$ cat config.mk
export PLATFORM = sky130hd
export DESIGN_NAME = alu_top
export DESIGN_NICKNAME = d
export VERILOG_FILES = /design/src/design/alu_pkg.sv /design/src/design/alu_unit_if.sv /design/src/design/add_sub_unit.sv /design/src/design/alu_top.sv /design/src/design/barrel_shifter.sv /design/src/design/logic_unit.sv /design/src/design/magnitude_comparator.sv /design/src/design/result_select.sv
export SDC_FILE = /design/constraint.sdc
export NUM_CORES = 1
export LEC_CHECK = 0
export BUFFER_PORTS_ARGS = -buffer_cell sky130_fd_sc_hd__clkbuf_2
export CAP_MARGIN = 20
export CORE_ASPECT_RATIO = 0.8
export CORE_MARGIN = 3
export CORE_UTILIZATION = 45
export DETAILED_ROUTE_END_ITERATION = 12
export MAX_ROUTING_LAYER = met4
export PLACE_DENSITY = 0.67
export SYNTH_ARGS = -nofsm -noshare
export SYNTH_HDL_FRONTEND = slang
export SYNTH_SLANG_ARGS = --single-unit
$ cat constraint.sdc
create_clock -name vclk -period 15.1
set_input_delay 0.755 -clock vclk [all_inputs]
set_output_delay 0.755 -clock vclk [all_outputs]
set_load 0.1 [all_outputs]
$ cat src/design/alu_pkg.sv
/*
 * ALU package. Default operand width and the operation codes
 * of the execute-stage ALU, encoded as the decode stage issues them.
 */
package alu_pkg;

    // ####################
    // Widths
    // ####################

    localparam int DATA_WIDTH = 32; // Operand and result width.

    // ####################
    // Operation codes
    // ####################

    // All sixteen codes are in use, so every value of the field is legal.
    // Bit 3 marks the right shifts and the branch compares.
    typedef enum logic [3:0] {
        ADD  = 4'b0000,
        SLL  = 4'b0001,
        SLT  = 4'b0010,
        SLTU = 4'b0011,
        XOR  = 4'b0100,
        SUB  = 4'b0101,
        OR   = 4'b0110,
        AND  = 4'b0111,
        BEQ  = 4'b1000,
        SRL  = 4'b1001,
        BLT  = 4'b1010,
        BLTU = 4'b1011,
        BNE  = 4'b1100,
        SRA  = 4'b1101,
        BGE  = 4'b1110,
        BGEU = 4'b1111
    } alu_op_e;

endpackage

$ cat src/design/alu_unit_if.sv
/*
 * Function unit results on their way to result selection.
 * Each unit drives its own modport and the selector reads them all.
 */
`timescale 1ns/100ps

interface alu_unit_if #(
    parameter int data_width = alu_pkg::DATA_WIDTH
);

    typedef logic [data_width-1:0] word_t;

    word_t sum;       // A + B.
    word_t diff;      // A - B.
    logic  eq;        // A == B.
    logic  lt_u;      // A < B, unsigned.
    word_t shifted;
    word_t logic_out;

    modport arith (output sum, output diff);
    modport compare (output eq, output lt_u);
    modport shift (output shifted);
    modport logical (output logic_out);

    modport select (
        input sum,
        input diff,
        input eq,
        input lt_u,
        input shifted,
        input logic_out
    );

endinterface

$ cat src/design/add_sub_unit.sv
/*
 * Adder and subtractor. Two ripple-carry chains built from full-adder
 * slices, one for A+B and one for A-B as A + ~B + 1.
 */
`timescale 1ns/100ps

module add_sub_unit #(
    parameter int data_width = alu_pkg::DATA_WIDTH
) (
    input  logic [data_width-1:0] a,
    input  logic [data_width-1:0] b,
    alu_unit_if.arith             units
);

    // Chain 0 adds, chain 1 subtracts.
    logic [1:0][data_width-1:0] operand;
    logic [1:0][data_width-1:0] carry;
    logic [1:0][data_width-1:0] total;

    assign operand[0] = b;
    assign operand[1] = ~b;     // Inverted B for subtraction.
    assign carry[0][0] = 1'b0;
    assign carry[1][0] = 1'b1;  // The +1 of the two's complement.

    for (genvar j = 0; j < 2; j++) begin : g_chain
        for (genvar i = 0; i < data_width; i++) begin : g_slice
            assign total[j][i] = a[i] ^ operand[j][i] ^ carry[j][i];

            // The top slice has no carry-out.
            if (i < data_width - 1) begin : g_carry
                assign carry[j][i+1] = (a[i] & operand[j][i])
                                     | ((a[i] ^ operand[j][i]) & carry[j][i]);
            end
        end
    end

    assign units.sum  = total[0];
    assign units.diff = total[1];

endmodule

$ cat src/design/alu_top.sv
/*
 * Execute-stage ALU top level. Connects the function units
 * to result selection through the unit result bundle.
 */
`timescale 1ns/100ps

module alu_top #(
    parameter int data_width = alu_pkg::DATA_WIDTH
) (
    input  logic [data_width-1:0] data_a,
    input  logic [data_width-1:0] data_b,
    input  alu_pkg::alu_op_e      alu_op,
    output logic [data_width-1:0] result,
    output logic                  zero
);

    alu_unit_if #(.data_width(data_width)) units ();

    add_sub_unit #(.data_width(data_width)) add_sub_i (
        .a     (data_a),
        .b     (data_b),
        .units (units)
    );

    magnitude_comparator #(.data_width(data_width)) compare_i (
        .a     (data_a),
        .b     (data_b),
        .units (units)
    );

    barrel_shifter #(.data_width(data_width)) shifter_i (
        .a      (data_a),
        .b      (data_b),
        .alu_op (alu_op),
        .units  (units)
    );

    logic_unit #(.data_width(data_width)) logic_i (
        .a      (data_a),
        .b      (data_b),
        .alu_op (alu_op),
        .units  (units)
    );

    result_select #(.data_width(data_width)) select_i (
        .a      (data_a),
        .b      (data_b),
        .alu_op (alu_op),
        .units  (units),
        .result (result),
        .zero   (zero)
    );

endmodule

$ cat src/design/barrel_shifter.sv
/*
 * Logarithmic shifter for SLL, SRL and SRA. A left shift runs through
 * the same right-shift stages on the bit-reversed operand.
 */
`timescale 1ns/100ps

module barrel_shifter #(
    parameter int data_width = alu_pkg::DATA_WIDTH
) (
    input  logic [data_width-1:0] a,
    input  logic [data_width-1:0] b,
    input  alu_pkg::alu_op_e      alu_op,
    alu_unit_if.shift             units
);

    import alu_pkg::*;

    localparam int shamt_width = $clog2(data_width);

    typedef logic [shamt_width-1:0] shamt_t;

    shamt_t                               shamt;
    logic                                 shift_left;
    logic                                 fill;
    logic [data_width-1:0]                a_rev;
    logic [data_width-1:0]                out_rev;
    logic [shamt_width:0][data_width-1:0] stage;

    assign shamt      = b[shamt_width-1:0];  // Upper bits of B are ignored.
    assign shift_left = (alu_op == SLL);
    assign fill       = (alu_op == SRA) & a[data_width-1]; // Sign fill only for SRA.

    // ####################
    // Bit reversal
    // ####################

    for (genvar i = 0; i < data_width; i++) begin : g_rev
        assign a_rev[i]   = a[data_width-1-i];
        assign out_rev[i] = stage[shamt_width][data_width-1-i];
    end

    assign stage[0] = shift_left ? a_rev : a;

    // ####################
    // Shift stages
    // ####################

    for (genvar s = 0; s < shamt_width; s++) begin : g_stage
        localparam int step = 2 ** s;

        assign stage[s+1] = shamt[s]
                          ? {{step{fill}}, stage[s][data_width-1:step]}
                          : stage[s];
    end

    assign units.shifted = shift_left ? out_rev : stage[shamt_width];

endmodule

$ cat src/design/logic_unit.sv
/*
 * Bitwise unit. XOR, OR or AND, picked by the two low operation bits.
 */
`timescale 1ns/100ps

module logic_unit #(
    parameter int data_width = alu_pkg::DATA_WIDTH
) (
    input  logic [data_width-1:0] a,
    input  logic [data_width-1:0] b,
    input  alu_pkg::alu_op_e      alu_op,
    alu_unit_if.logical           units
);

    // XOR 0100, OR 0110, AND 0111. Other codes land on XOR and are
    // discarded by result selection.
    always_comb begin
        case (alu_op[1:0])
            2'b10:   units.logic_out = a | b;
            2'b11:   units.logic_out = a & b;
            default: units.logic_out = a ^ b;
        endcase
    end

endmodule

$ cat src/design/magnitude_comparator.sv
/*
 * Unsigned magnitude comparator. Scans from the MSB so the first
 * differing bit decides less-than; equality is the AND of all bits.
 */
`timescale 1ns/100ps

module magnitude_comparator #(
    parameter int data_width = alu_pkg::DATA_WIDTH
) (
    input  logic [data_width-1:0] a,
    input  logic [data_width-1:0] b,
    alu_unit_if.compare           units
);

    logic [data_width-1:0] bit_eq;
    logic [data_width-1:0] bit_lt;
    logic [data_width-1:0] above_eq; // All bits above this one are equal.
    logic [data_width-1:0] decides;

    assign bit_eq = ~(a ^ b);
    assign bit_lt = ~a & b;     // A has 0 where B has 1.

    assign above_eq[data_width-1] = 1'b1;

    for (genvar i = 0; i < data_width - 1; i++) begin : g_prefix
        assign above_eq[i] = above_eq[i+1] & bit_eq[i+1];
    end

    // At most one bit can be the first difference.
    assign decides = above_eq & bit_lt;

    assign units.lt_u = |decides;
    assign units.eq   = &bit_eq;

endmodule

$ cat src/design/result_select.sv
/*
 * Result selection. Picks the unit output for the operation, forms
 * SLT/SLTU, and drives zero as branch decision or result-is-zero.
 */
`timescale 1ns/100ps

module result_select #(
    parameter int data_width = alu_pkg::DATA_WIDTH
) (
    input  logic [data_width-1:0] a,
    input  logic [data_width-1:0] b,
    input  alu_pkg::alu_op_e      alu_op,
    alu_unit_if.select            units,
    output logic [data_width-1:0] result,
    output logic                  zero
);

    import alu_pkg::*;

    localparam int msb = data_width - 1;

    logic signs_differ;
    logic slt_bit;
    logic lt_s;

    // ####################
    // Signed compares
    // ####################

    assign signs_differ = a[msb] ^ b[msb];

    // With mixed signs the negative operand is smaller.
    // Same signs cannot overflow, so the sign of A-B is valid.
    assign slt_bit = signs_differ ? a[msb] : units.diff[msb];

    // Same signs compare like unsigned values.
    assign lt_s = signs_differ ? a[msb] : units.lt_u;

    // ####################
    // Data output
    // ####################

    always_comb begin
        case (alu_op)
            ADD:           result = units.sum;
            SUB:           result = units.diff;
            SLL, SRL, SRA: result = units.shifted;
            XOR, OR, AND:  result = units.logic_out;
            SLT:           result = {{msb{1'b0}}, slt_bit};
            SLTU:          result = {{msb{1'b0}}, units.lt_u};
            BEQ, BNE, BLT, BGE, BLTU, BGEU: begin
                result = units.diff;  // Branches expose A-B.
            end
            default:       result = '0;
        endcase
    end

    // ####################
    // Zero / branch flag
    // ####################

    always_comb begin
        case (alu_op)
            BEQ:     zero = units.eq;
            BNE:     zero = ~units.eq;
            BLT:     zero = lt_s;
            BGE:     zero = ~lt_s;
            BLTU:    zero = units.lt_u;
            BGEU:    zero = ~units.lt_u;
            default: zero = ~|result;   // Result is all zeros.
        endcase
    end

endmodule

==> reports/results.ini <==
[timing]
hold_viol=0
slew_viol_final=0
fmax_ghz=0.0678
relSlewSlack=0.293
fin_crit_sh=0.977
fin_tns_setup_ns=0
tightest_slew_ns=1.05
rsz0062_at_grt=no
post-route-min-period_ns=14.76
final-setup-viol-count=0

[worst_setup_path]
critPathArrivalTime_ns=14.00
crit_slowest_cell=fa_1
path_max_fanout=5
crit_path_start_kind=primary input
critPathRequiredTime_ns=14.35
slowest_delay_ns=0.42
path_common_cell=fa_2
cp-end-kind=output pin
critical_path_class=in2out

[global_routing]
first_global_vias=7785
grt_overflow=0
grt_usage=0.347
grt_pass1_wl_mm=49.4
grt_max_degree=53
antenna_found_initial=2

[floorplan]
die_area_sq_um=18800
die_y_microns=123
fp.dieW_microns=153
start_util=0.463
fp-row-count=42
core_area_sq_um=16700
ioPinCount=101

[synth]
synth_area_leaders=fa_1 (16%), ha_1 (16%), mux4_2 (7.9%)
synth_top_area_frac=0.158
ys_types=70
synth_area_per_cell_sq_um=7.80
syn_nets=1219
synth_top_area_cell=fa_1
ys_warn_count=0
netlist_area_sq_um=7740
synth.yosys.seq_area_share=0
synth_cells=993

[route]
wl_per_cell_microns=26.0
wl_met2_mm=13.7
vias=8570
wl_met3_mm=3.97
via_per_inst=6.73
totalWireLength_mm=33.1
ant_nets=0
drt_iter0_drc=1141
routed.top_layer=met4
wl_met1_mm=14.3
drc=0
firstDrtPassIters=6

[layout]
layout-drive-gt1-share=0.200
nFillCells=1678
nets=1279
syn_to_final_growth_pct=11.7
regArea_sq_um=0
clkbuf_count=0
seq_cells=0

[job]
max_cap_violations=0

[outcome]
status=completed

[placed_design]
gp_congestion=1.02
port_buffers=101
place_hpwl_mm=26.4

[hold_path]
min_to=result[29]
min_from=data_b[29]
hold_depth=4
hold_class=in2out

==> metal layers <==
| layer | up-vias | track usage |
|---|---|---|
| li1 | 3775 | - |
| met1 | 4121 | 0.501 |
| met2 | 608 | 0.507 |
| met3 | 66 | 0.0602 |
| met4 | 0 | 0.0874 |
| met5 | - | - |
==> Yosys cell counts, types with 21 or more instances <==
library cell / number
fa_1: 61
nor2_1: 92
a21oi_1: 57
o21ai_0: 66
nand2_1: 91
inv_1: 90
mux2i_1: 56
ha_1: 97
a221oi_1: 25
clkbuf_1: 45
nor3_1: 21
mux4_2: 27
==> critical path, delay by kind of cell <==
family,cells,cell delay (ns)
AO/OA/AOI/OAI,4,0.85
adder cells (fa/ha/maj),32,11.40
buffers and inverters,6,0.59
AND/OR/NAND/NOR,2,0.40
==> metrics by stage <==
stage	hold slack (ns)	setup slack (ns)	util	area [sq um]	cells
floorplan	2.07	0.0130	-	7860	993
global placement	2.23	0.233	0.514	8600	1271
detailed placement	2.25	0.0933	0.514	8600	1271
CTS	2.25	0.0363	0.514	8600	1271
global route	2.28	0.00890	0.518	8650	1273
finish	2.25	0.343	0.518	8650	1273
==> cell families after synthesis <==
group | share of synthesized area
adders and majority gates | 0.314
buffers and inverters | 0.0789
and+or+nand+nor | 0.181
AOI/OAI and AO/OA | 0.256
xor gates and xnor gates | 0.00113
muxes | 0.169
==> cell type report <==
class	instances	area (sq um)	share of cell area
diodes	2	5.00	0.000579
inverters	92	345	0.0399
multi-input cells	837	7270	0.841
repair buffers	122	753	0.0871
well taps	220	275	0.0318
==> worst max path at each step <==
stage | start | end | slack (ns) | cells after the start
2_1_floorplan | data_b[1] | zero | 0.01 | 40
3_3_place_gp | data_b[0] | zero | 0.23 | 42
3_5_place_dp | data_b[0] | zero | 0.09 | 42
4_1_cts | data_b[0] | zero | 0.04 | 42
5_1_grt | data_a[0] | zero | 0.009 | 44
6_report | data_a[0] | zero | 0.34 | 44
==> timing repair <==
item | CTS | global route
setup endpoints to repair | 0 | 1
buffers inserted | 0 | 0
gates resized for setup | 0 | 14
hold buffers | 0 | 0
==> placed cells by master (no fill, tap or decap), drive strengths merged, types with 10 or more instances in the layout <==
cell type  Yosys  layout
ha            97      97
clkbuf        45      95
nor2          92      92
nand2         91      91
inv           90      90
o21ai         68      68
fa            61      61
a21oi         57      57
mux2i         56      56
mux4          28      28
buf           19      27
a221oi        26      26
nor3          21      21
nand2b        15      15
nand3         14      14
a31oi         12      12
a22oi         12      12
o221ai        11      11
a211oi        10      10
mux2          10      10
